--- config.mk ---
export PLATFORM = sky130hd
export DESIGN_NAME = sweep_top
export DESIGN_NICKNAME = d
export VERILOG_FILES = /design/src/rtl/sweep_pkg.sv /design/src/rtl/sweep_top.sv /design/src/rtl/sweep_mem_sched.sv /design/src/rtl/sweep_entry_queue.sv /design/src/rtl/sweep_walker.sv
export SDC_FILE = /design/constraint.sdc
export NUM_CORES = 1
export LEC_CHECK = 0
export BUFFER_PORTS_ARGS = -buffer_cell sky130_fd_sc_hd__buf_2
export CORE_MARGIN = 3
export CORE_UTILIZATION = 30
export CTS_CLUSTER_SIZE = 20
export DETAILED_ROUTE_END_ITERATION = 10
export GPL_TIMING_DRIVEN = 0
export PLACE_DENSITY = 0.49
export SYNTH_ARGS = -nofsm -noshare
export SYNTH_HDL_FRONTEND = slang
export SYNTH_SLANG_ARGS = --single-unit
--- constraint.sdc ---
create_clock -name clk_i -period 7.68 [get_ports clk_i]
set_clock_uncertainty 0.05 [all_clocks]
set_input_delay 0.384 -clock clk_i [delete_from_list [all_inputs] [get_ports clk_i]]
set_output_delay 0.384 -clock clk_i [all_outputs]
set_load 0.05 [all_outputs]
--- src/rtl/sweep_pkg.sv ---
// **************************************************
// revocation sweeper shared definitions
// widths, granule address and state/opcode encodings
// **************************************************
`default_nettype none

package sweep_pkg;

  // capability word is tag plus 32 data bits, tag on top
  parameter int unsigned CapW = 33;

  // granule address covers byte address bits 31:3
  parameter int unsigned GAddrW = 29;

  // entries in flight between walker and scheduler, power of two
  parameter int unsigned DefaultQueueDepth = 4;

  typedef logic [GAddrW-1:0] gaddr_t;

  typedef logic [CapW-1:0] cap_word_t;

  // walker progress through the address range
  typedef enum logic [1:0] {
    SWEEP_IDLE,
    SWEEP_LOAD,
    SWEEP_DRAIN
  } sweep_state_e;

  // what the scheduler currently offers on the memory port
  typedef enum logic [1:0] {
    OP_NONE,
    OP_LOAD,
    OP_STORE
  } sched_op_e;

endpackage

`default_nettype wire
--- src/rtl/sweep_top.sv ---
// **************************************************
// revocation sweeper top level
// walker, entry queue and memory scheduler
// **************************************************
`timescale 1ns/1ps
`default_nettype none

module sweep_top #(
  parameter int unsigned QueueDepth = sweep_pkg::DefaultQueueDepth
) (
  input  logic                 clk_i,
  input  logic                 rst_ni,
  input  logic                 go_i,
  input  logic [31:0]          start_addr_i,
  input  logic [31:0]          end_addr_i,
  output logic                 busy_o,
  output logic                 mem_req_o,
  output logic                 mem_we_o,
  output logic [31:0]          mem_addr_o,
  output sweep_pkg::cap_word_t mem_wdata_o,
  input  logic                 mem_done_i,
  input  logic                 mem_rsp_valid_i,
  input  logic                 mem_rsp_is_wr_i,
  input  sweep_pkg::cap_word_t mem_rsp_data_i,
  input  logic                 mem_rsp_err_i,
  input  logic                 mem_rsp_revoke_i,
  input  logic                 snoop_done_i,
  input  logic                 snoop_we_i,
  input  logic [31:0]          snoop_addr_i
);

  import sweep_pkg::*;

  logic      busy;
  logic      load_valid;
  gaddr_t    load_gaddr;
  logic      load_gnt;
  logic      credit;
  logic      queue_empty;
  logic      push;
  gaddr_t    push_gaddr;
  logic      rsp_wr;
  cap_word_t rsp_data;
  logic      rsp_err;
  logic      rsp_revoke;
  logic      pop;
  logic      head_valid;
  logic      head_store;
  gaddr_t    head_gaddr;
  cap_word_t head_data;

  assign busy_o = busy;

  sweep_walker #(
    .QueueDepth(QueueDepth)
  ) u_walker (
    .clk_i        (clk_i),
    .rst_ni       (rst_ni),
    .go_i         (go_i),
    .start_addr_i (start_addr_i),
    .end_addr_i   (end_addr_i),
    .load_gnt_i   (load_gnt),
    .credit_i     (credit),
    .queue_empty_i(queue_empty),
    .load_valid_o (load_valid),
    .load_gaddr_o (load_gaddr),
    .busy_o       (busy)
  );

  sweep_entry_queue #(
    .QueueDepth(QueueDepth)
  ) u_queue (
    .clk_i        (clk_i),
    .rst_ni       (rst_ni),
    .snoop_done_i (snoop_done_i),
    .snoop_we_i   (snoop_we_i),
    .snoop_addr_i (snoop_addr_i),
    .push_i       (push),
    .push_gaddr_i (push_gaddr),
    .rsp_wr_i     (rsp_wr),
    .rsp_data_i   (rsp_data),
    .rsp_err_i    (rsp_err),
    .rsp_revoke_i (rsp_revoke),
    .pop_i        (pop),
    .head_valid_o (head_valid),
    .head_store_o (head_store),
    .head_gaddr_o (head_gaddr),
    .head_data_o  (head_data),
    .empty_o      (queue_empty),
    .credit_o     (credit)
  );

  sweep_mem_sched #(
    .QueueDepth(QueueDepth)
  ) u_sched (
    .clk_i           (clk_i),
    .rst_ni          (rst_ni),
    .busy_i          (busy),
    .load_valid_i    (load_valid),
    .load_gaddr_i    (load_gaddr),
    .load_gnt_o      (load_gnt),
    .head_valid_i    (head_valid),
    .head_store_i    (head_store),
    .head_gaddr_i    (head_gaddr),
    .head_data_i     (head_data),
    .push_o          (push),
    .push_gaddr_o    (push_gaddr),
    .rsp_wr_o        (rsp_wr),
    .rsp_data_o      (rsp_data),
    .rsp_err_o       (rsp_err),
    .rsp_revoke_o    (rsp_revoke),
    .pop_o           (pop),
    .mem_req_o       (mem_req_o),
    .mem_we_o        (mem_we_o),
    .mem_addr_o      (mem_addr_o),
    .mem_wdata_o     (mem_wdata_o),
    .mem_done_i      (mem_done_i),
    .mem_rsp_valid_i (mem_rsp_valid_i),
    .mem_rsp_is_wr_i (mem_rsp_is_wr_i),
    .mem_rsp_data_i  (mem_rsp_data_i),
    .mem_rsp_err_i   (mem_rsp_err_i),
    .mem_rsp_revoke_i(mem_rsp_revoke_i)
  );

endmodule

`default_nettype wire

--- src/rtl/sweep_mem_sched.sv ---
// **************************************************
// sweep memory scheduler
// shares the memory port between loads and stores
// **************************************************
`timescale 1ns/1ps
`default_nettype none

module sweep_mem_sched #(
  parameter int unsigned QueueDepth = sweep_pkg::DefaultQueueDepth
) (
  input  logic                 clk_i,
  input  logic                 rst_ni,
  input  logic                 busy_i,
  input  logic                 load_valid_i,
  input  sweep_pkg::gaddr_t    load_gaddr_i,
  output logic                 load_gnt_o,
  input  logic                 head_valid_i,
  input  logic                 head_store_i,
  input  sweep_pkg::gaddr_t    head_gaddr_i,
  input  sweep_pkg::cap_word_t head_data_i,
  output logic                 push_o,
  output sweep_pkg::gaddr_t    push_gaddr_o,
  output logic                 rsp_wr_o,
  output sweep_pkg::cap_word_t rsp_data_o,
  output logic                 rsp_err_o,
  output logic                 rsp_revoke_o,
  output logic                 pop_o,
  output logic                 mem_req_o,
  output logic                 mem_we_o,
  output logic [31:0]          mem_addr_o,
  output sweep_pkg::cap_word_t mem_wdata_o,
  input  logic                 mem_done_i,
  input  logic                 mem_rsp_valid_i,
  input  logic                 mem_rsp_is_wr_i,
  input  sweep_pkg::cap_word_t mem_rsp_data_i,
  input  logic                 mem_rsp_err_i,
  input  logic                 mem_rsp_revoke_i
);

  import sweep_pkg::*;

  sched_op_e op_q, op_d;
  logic      wait_rsp_q;
  logic      load_gnt;
  logic      store_gnt;
  logic      next_op_load;

  // one access in flight at a time
  assign mem_req_o = !wait_rsp_q && (((op_q == OP_LOAD) && load_valid_i) ||
                                     ((op_q == OP_STORE) && head_store_i));
  assign mem_we_o  = (op_q == OP_STORE);
  assign mem_addr_o = (op_q == OP_STORE) ? {head_gaddr_i, 3'b000} : {load_gaddr_i, 3'b000};

  // write-back is the loaded word with its tag stripped
  assign mem_wdata_o = {1'b0, head_data_i[CapW-2:0]};

  assign load_gnt  = (op_q == OP_LOAD) && mem_req_o && mem_done_i;
  assign store_gnt = (op_q == OP_STORE) && mem_req_o && mem_done_i;

  assign load_gnt_o   = load_gnt;
  assign push_o       = load_gnt;
  assign push_gaddr_o = load_gaddr_i;

  // write responses only acknowledge, load responses go to the queue
  assign rsp_wr_o     = mem_rsp_valid_i && !mem_rsp_is_wr_i;
  assign rsp_data_o   = mem_rsp_data_i;
  assign rsp_err_o    = mem_rsp_err_i;
  assign rsp_revoke_o = mem_rsp_revoke_i;

  // heads that need no write-back leave as soon as they are complete
  assign pop_o = head_valid_i && (!head_store_i || store_gnt);

  assign next_op_load = load_valid_i;

  always_comb begin
    op_d = op_q;
    if (!busy_i) begin
      op_d = OP_NONE;
    end else begin
      case (op_q)
        OP_NONE: begin
          if (load_valid_i) begin
            op_d = OP_LOAD;
          end else if (head_store_i) begin
            op_d = OP_STORE;
          end
        end
        OP_LOAD: begin
          if ((load_gnt || !load_valid_i) && head_store_i) begin
            op_d = OP_STORE;
          end else if (!load_valid_i) begin
            op_d = OP_NONE;
          end
        end
        OP_STORE: begin
          // back to loads after each write-back so the walk keeps moving
          if (store_gnt || !head_store_i) begin
            op_d = next_op_load ? OP_LOAD : OP_NONE;
          end
        end
        default: begin
          op_d = OP_NONE;
        end
      endcase
    end
  end

  always_ff @(posedge clk_i or negedge rst_ni) begin
    if (!rst_ni) begin
      op_q       <= OP_NONE;
      wait_rsp_q <= 1'b0;
    end else begin
      op_q <= op_d;
      if (load_gnt || store_gnt) begin
        wait_rsp_q <= 1'b1;
      end else if (mem_rsp_valid_i) begin
        wait_rsp_q <= 1'b0;
      end
    end
  end

  // memory sees at most one outstanding access
  assert property (@(posedge clk_i) disable iff (!rst_ni)
    (mem_req_o && mem_done_i) |=> !mem_req_o);

endmodule

`default_nettype wire

--- src/rtl/sweep_entry_queue.sv ---
// **************************************************
// sweep entry queue
// holds loaded granules, cancels on snooped stores
// **************************************************
`timescale 1ns/1ps
`default_nettype none

module sweep_entry_queue #(
  parameter int unsigned QueueDepth = sweep_pkg::DefaultQueueDepth
) (
  input  logic                 clk_i,
  input  logic                 rst_ni,
  input  logic                 snoop_done_i,
  input  logic                 snoop_we_i,
  input  logic [31:0]          snoop_addr_i,
  input  logic                 push_i,
  input  sweep_pkg::gaddr_t    push_gaddr_i,
  input  logic                 rsp_wr_i,
  input  sweep_pkg::cap_word_t rsp_data_i,
  input  logic                 rsp_err_i,
  input  logic                 rsp_revoke_i,
  input  logic                 pop_i,
  output logic                 head_valid_o,
  output logic                 head_store_o,
  output sweep_pkg::gaddr_t    head_gaddr_o,
  output sweep_pkg::cap_word_t head_data_o,
  output logic                 empty_o,
  output logic                 credit_o
);

  import sweep_pkg::*;

  localparam int unsigned PtrW = $clog2(QueueDepth);

  // extended pointers, the extra bit tells full from empty
  logic [PtrW:0]   push_ptr_q;
  logic [PtrW:0]   rsp_ptr_q;
  logic [PtrW:0]   rd_ptr_q;
  logic [PtrW:0]   fill_cnt;
  logic [PtrW-1:0] push_idx;
  logic [PtrW-1:0] rsp_idx;
  logic [PtrW-1:0] rd_idx;

  gaddr_t            gaddr_q  [QueueDepth];
  cap_word_t         data_q   [QueueDepth];
  logic [QueueDepth-1:0] err_q;
  logic [QueueDepth-1:0] revoke_q;
  logic [QueueDepth-1:0] live_q;

  logic   snoop_store;
  gaddr_t snoop_gaddr;
  logic   snoop_hit_head;

  assign push_idx = push_ptr_q[PtrW-1:0];
  assign rsp_idx  = rsp_ptr_q[PtrW-1:0];
  assign rd_idx   = rd_ptr_q[PtrW-1:0];
  assign fill_cnt = push_ptr_q - rd_ptr_q;

  assign snoop_store = snoop_done_i && snoop_we_i;
  assign snoop_gaddr = snoop_addr_i[31:3];

  // a store landing right now on the head also kills its write-back
  assign snoop_hit_head = snoop_store && (gaddr_q[rd_idx] == snoop_gaddr);

  always_ff @(posedge clk_i or negedge rst_ni) begin
    if (!rst_ni) begin
      push_ptr_q <= '0;
      rsp_ptr_q  <= '0;
      rd_ptr_q   <= '0;
    end else begin
      if (push_i) begin
        push_ptr_q <= push_ptr_q + 1'b1;
      end
      if (rsp_wr_i) begin
        rsp_ptr_q <= rsp_ptr_q + 1'b1;
      end
      if (pop_i) begin
        rd_ptr_q <= rd_ptr_q + 1'b1;
      end
    end
  end

  // live bit per entry, cleared by any processor store to that granule
  always_ff @(posedge clk_i or negedge rst_ni) begin
    if (!rst_ni) begin
      live_q <= '0;
    end else begin
      for (int i = 0; i < QueueDepth; i++) begin
        if (push_i && (push_idx == PtrW'(i))) begin
          live_q[i] <= !(snoop_store && (push_gaddr_i == snoop_gaddr));
        end else if (snoop_store && (gaddr_q[i] == snoop_gaddr)) begin
          live_q[i] <= 1'b0;
        end
      end
    end
  end

  // payload storage
  always_ff @(posedge clk_i) begin
    if (push_i) begin
      gaddr_q[push_idx] <= push_gaddr_i;
    end
    if (rsp_wr_i) begin
      data_q[rsp_idx]   <= rsp_data_i;
      err_q[rsp_idx]    <= rsp_err_i;
      revoke_q[rsp_idx] <= rsp_revoke_i;
    end
  end

  assign head_valid_o = (rd_ptr_q != rsp_ptr_q);
  assign empty_o      = (rd_ptr_q == push_ptr_q);
  assign head_gaddr_o = gaddr_q[rd_idx];
  assign head_data_o  = data_q[rd_idx];

  // write back only a tagged, revoked, error-free word nobody has touched
  assign head_store_o = head_valid_o && live_q[rd_idx] && data_q[rd_idx][CapW-1]
                        && revoke_q[rd_idx] && !err_q[rd_idx] && !snoop_hit_head;

  assign credit_o = pop_i;

  assert property (@(posedge clk_i) disable iff (!rst_ni)
    push_i |-> (fill_cnt < (PtrW+1)'(QueueDepth)));

  assert property (@(posedge clk_i) disable iff (!rst_ni)
    rsp_wr_i |-> (rsp_ptr_q != push_ptr_q));

  assert property (@(posedge clk_i) disable iff (!rst_ni)
    pop_i |-> head_valid_o);

endmodule

`default_nettype wire

--- src/rtl/sweep_walker.sv ---
// **************************************************
// sweep walker
// steps granule addresses and throttles by credits
// **************************************************
`timescale 1ns/1ps
`default_nettype none

module sweep_walker #(
  parameter int unsigned QueueDepth = sweep_pkg::DefaultQueueDepth
) (
  input  logic             clk_i,
  input  logic             rst_ni,
  input  logic             go_i,
  input  logic [31:0]      start_addr_i,
  input  logic [31:0]      end_addr_i,
  input  logic             load_gnt_i,
  input  logic             credit_i,
  input  logic             queue_empty_i,
  output logic             load_valid_o,
  output sweep_pkg::gaddr_t load_gaddr_o,
  output logic             busy_o
);

  import sweep_pkg::*;

  localparam int unsigned CntW = $clog2(QueueDepth) + 1;
  localparam logic [CntW-1:0] FullCredit = CntW'(QueueDepth);

  sweep_state_e    state_q, state_d;
  gaddr_t          cur_gaddr_q;
  gaddr_t          end_gaddr_q;
  logic [CntW-1:0] credit_q;
  logic            last_gaddr;

  assign last_gaddr   = (cur_gaddr_q == end_gaddr_q);
  assign load_valid_o = (state_q == SWEEP_LOAD) && (credit_q != '0);
  assign load_gaddr_o = cur_gaddr_q;
  assign busy_o       = (state_q != SWEEP_IDLE);

  always_comb begin
    state_d = state_q;
    case (state_q)
      SWEEP_IDLE: begin
        if (go_i) begin
          state_d = SWEEP_LOAD;
        end
      end
      SWEEP_LOAD: begin
        // the last granule has been handed to memory
        if (load_gnt_i && last_gaddr) begin
          state_d = SWEEP_DRAIN;
        end
      end
      SWEEP_DRAIN: begin
        if (queue_empty_i) begin
          state_d = SWEEP_IDLE;
        end
      end
      default: begin
        state_d = SWEEP_IDLE;
      end
    endcase
  end

  always_ff @(posedge clk_i or negedge rst_ni) begin
    if (!rst_ni) begin
      state_q     <= SWEEP_IDLE;
      cur_gaddr_q <= '0;
      end_gaddr_q <= '0;
      credit_q    <= FullCredit;
    end else begin
      state_q <= state_d;

      if (go_i && (state_q == SWEEP_IDLE)) begin
        cur_gaddr_q <= start_addr_i[31:3];
        end_gaddr_q <= end_addr_i[31:3];
      end else if (load_gnt_i) begin
        cur_gaddr_q <= cur_gaddr_q + 1'b1;
      end

      // a grant takes a slot, a pop from the queue gives one back
      case ({load_gnt_i, credit_i})
        2'b10:   credit_q <= credit_q - 1'b1;
        2'b01:   credit_q <= credit_q + 1'b1;
        default: credit_q <= credit_q;
      endcase
    end
  end

  // pops can never outnumber the loads that were granted
  assert property (@(posedge clk_i) disable iff (!rst_ni)
    credit_q <= FullCredit);

endmodule

`default_nettype wire

==> flow_summary.yaml <==
drt:
  ant_nets: 0
  first_pass_iters: 5
  post_drt_via_cell_ratio: 4.901
  wl_per_cell_um: 24.03
  dr_total_vias: 10260
  drcViolationCount: 0
  wirelength_um: 50320
  drtIter0Drc: 901
floorplan:
  start_util: 0.3070
  dieArea_mm2: 0.05604
  ios: 207
  die_w_um: 236.7
  core_mm2: 0.05203
  rows: 83
  die_h_um: 236.7
global_routing:
  antenna_found_initial: 2
  grt_start_max_net_pins: 51
  grt_usage: 0.1763
  grt_pass1_wl_um: 72490
  grt_pass1_vias: 10540
  grt_overflow: 0
synthesis:
  synthXorXnorAreaFrac: 0.1344
  synth_area_mm2: 0.01597
  synthAdderAreaFrac: 0.009872
  async_flop_share: 0.2358
  avgSynthCellArea_um2: 13.95
  yosys.area_share.simple: 0.08336
  synth_top_family_by_area: "XOR/XNOR gates"
  synth-warning-count: 0
  synth_cell_type_count: 56
  synth_compound_area_frac: 0.02523
  ys_ff_latch: 335
  synth_edf_count: 256
  ys.flop_type: "edfxtp_1"
  synthCells: 1145
  yosysSeqAreaShare: 0.6052
  muxShareOfSynthArea: 0.1132
power_and_ir_drop:
  p_int_mw: 4.412
  pwr-share-comb: 0.406
  power_frac_seq: 0.362
  p_sw_mw: 3.010
  p_leak_nw: 6.840
  vdd.ir_drop.worst_mv: 0.1601
  netSwitchingFraction: 0.4055
  clockPowerShare: 0.232
  power_density_mw_per_mm2: 386.4
place:
  place_congestion: 0.9035
  hpwl_um: 37540
  portBuffers: 164
timing:
  finalMaxSlewViolations: 0
  rsz0062_at_grt: "no"
  slew_headroom: 0.3475
  fmax_mhz: 202.4
  tightest_slew_ns: 0.9762
  setup_viol: 0
  post-route-min-period_ns: 4.942
  finalHoldViolations: 0
  tns_ns: 0
  fin_crit_sh: 0.6435
cts:
  cts_root_buf: "clkbuf_16"
  ctsHtreeMaxLevel: 2
  clk_latency_ns: 0.54
  clock_sink_count: 335
  cts-resized-gates: 0
  post_cts_buffers: 0
  cts_buffers: 37
  cts_tree: "built"
  path_clk_slew_ns: 0.06
  cts.path.max_buffers: 3
critical_path:
  cp_cell_sequence: "clkbuf_1 > mux4_2 > xnor2_1 > nand4_1 > nor4_1 > nand3_1 > a31oi_1 > nor2_1 > buf_2"
  slowest_stage: "nor4_1"
  end_kind: "primary output"
  required_ns: 7.25
  crit_arrival_ns: 4.51
  critPathMaxStageDelay_ns: 0.75
  criticalPathCategory: "flop to primary output"
  critPathMaxFanout: 10
  cp-start-kind: "flop"
layout:
  flow.area_growth_from_synthesis_pct: 20.28
  final_util: 0.3692
  drive_gt1_frac: 0.2420
  fin_nets: 1535
outcome:
  status: "complete, no violations"
min_path:
  hold_path_class: "primary input to flop"
job:
  drv_cap: 0
==> area by class of cell <==
type | instances | area, um^2
fillers | 5025 | 32820
flip-flops and latches | 335 | 9666
multi-input cells | 705 | 5866
repair buffers | 197 | 1211
clock buffers | 51 | 1021
well taps | 680 | 850.8
plain buffers | 91 | 391.6
clock inverters | 17 | 137.6
inverters | 17 | 63.81
diodes | 1 | 2.502
==> worst paths after layout <==
| check | start | endpoint | slack, ns | cells past startpoint |
|---|---|---|---|---|
| min in group asynchronous | rst_ni | u_walker.load_gaddr_o[22] | 0.27 | 2 |
| max in group asynchronous | rst_ni | u_walker.credit_q[2] | 6.64 | 3 |
| setup / recovery | u_queue.rd_ptr_q[0] | mem_req_o | 2.74 | 9 |
| setup reg to reg | u_queue.rd_ptr_q[0] | u_walker.credit_q[2] | 2.83 | 13 |
| hold / removal | mem_rsp_data_i[22] | u_queue.data_q[1][22] | 0.02 | 1 |
| hold reg to reg | u_queue.rsp_ptr_q[2] | u_queue.rsp_ptr_q[2] | 0.44 | 1 |
==> critical path: cells and delay by family, from the launching register on <==
kind                   cells  cell delay [ns]
XOR/XNOR                   1             0.22
AND/OR/NAND/NOR            4             1.43
AO/OA/AOI/OAI              1             0.38
flip-flops                 1             0.45
multiplexers               1             0.63
buffers and inverters      2             0.86
==> routing by layer <==
metal,track usage,share of wire,vias up
li1,-,-,4639
met1,0.2498,0.46,5207
met2,0.2690,0.45,333
met3,0.03762,0.061,80
met4,0.05937,0.032,4
met5,0,0.00058,-
==> cell usage after synthesis (3+ instances only) <==
cell type / n / area share
buf_6: 3 / 0.0021
nor3_1: 9 / 0.0028
mux2_2: 36 / 0.025
nand2_1: 130 / 0.031
xnor2_1: 145 / 0.080
nand3_1: 21 / 0.0066
and4_1: 3 / 0.0016
mux4_2: 55 / 0.078
buf_4: 5 / 0.0024
nand2b_1: 4 / 0.0016
nand4_1: 46 / 0.018
a21oi_1: 3 / 0.00094
nor2_1: 13 / 0.0031
buf_2: 7 / 0.0022
edfxtp_1: 256 / 0.48
nor2b_1: 3 / 0.0012
o21ai_0: 43 / 0.013
nor4_1: 23 / 0.0090
clkbuf_1: 70 / 0.016
mux2i_1: 13 / 0.0081
ha_1: 11 / 0.0086
and2_1: 5 / 0.0020
xor2_1: 100 / 0.055
o2111ai_1: 3 / 0.0016
and3_1: 4 / 0.0016
buf_1: 6 / 0.0014
dfrtp_1: 78 / 0.12
inv_1: 16 / 0.0038
==> cell usage in the layout (no fill, tap or decap), types with 5 or more instances in the layout <==
cell type	count
nor3_1	9
clkbuf_1	82
dlygate4sd3_1	28
nand3_1	21
clkinv_2	5
edfxtp_1	256
inv_1	12
nand4_1	46
mux4_2	55
buf_1	6
nand2_1	130
nor2_1	13
mux2_2	36
ha_1	11
clkbuf_16	39
mux2i_1	13
buf_2	170
nor4_1	23
xnor2_1	145
o21ai_0	43
clkinv_1	7
dfrtp_1	78
inv_2	5
buf_4	6
xor2_1	100
==> through the flow <==
step | total power [mW] | hold slack, ns | cells | setup WS [ns] | area, um^2
2_1_floorplan | 4.768 | 0.03841 | 1148 | 4.387 | 15980
3_3_place_gp | 5.719 | 0.4269 | 1992 | 2.895 | 17650
3_5_place_dp | 5.744 | 0.2999 | 1997 | 2.932 | 17770
4_1_cts | 7.494 | 0.0009773 | 2087 | 2.771 | 19150
5_1_grt | 7.774 | 0.00008588 | 2093 | 2.465 | 19210
6_report | 7.422 | 0.02408 | 2094 | 2.738 | 19210
==> power by group through the flow <==
stage               sequential (mW)  combinational (mW)  clock [mW]
detailed placement             2.72                3.03           0
global route                   2.73                3.20        1.85
finish                         2.69                3.01        1.72
CTS                            2.68                3.04        1.77
global placement               2.71                3.00           0
floorplan                      2.60                2.17           0
==> kinds of logic after synthesis <==
kind of cell / Yosys count
muxes: 106
adders and majority gates: 12
other: 1
DFF: 335
xor gates and xnor gates: 245
AOI/OAI and AO/OA: 67
buffers and inverters: 108
and+or+nand+nor: 271
==> registers in the layout (all words and copies together) (netlist names) <==
name                   flops
u_walker.end_gaddr_q      29
u_queue.live_q             4
u_queue.rd_ptr_q           3
u_walker.state_q           2
u_queue.gaddr_q          116
u_walker.credit_q          3
u_sched.wait_rsp_q         1
u_queue.revoke_q           4
u_queue.push_ptr_q         3
u_queue.rsp_ptr_q          3
u_queue.data_q           132
u_queue.err_q              4
u_walker.load_gaddr_o     29
u_sched.op_q               2
==> what timing repair did <==
action	4_1_cts	5_1_grt
hold buffers	22	6
hold endpoints to repair	91	23
setup endpoints to repair	0	0
Note: power is estimated with default switching activity, not from simulation.
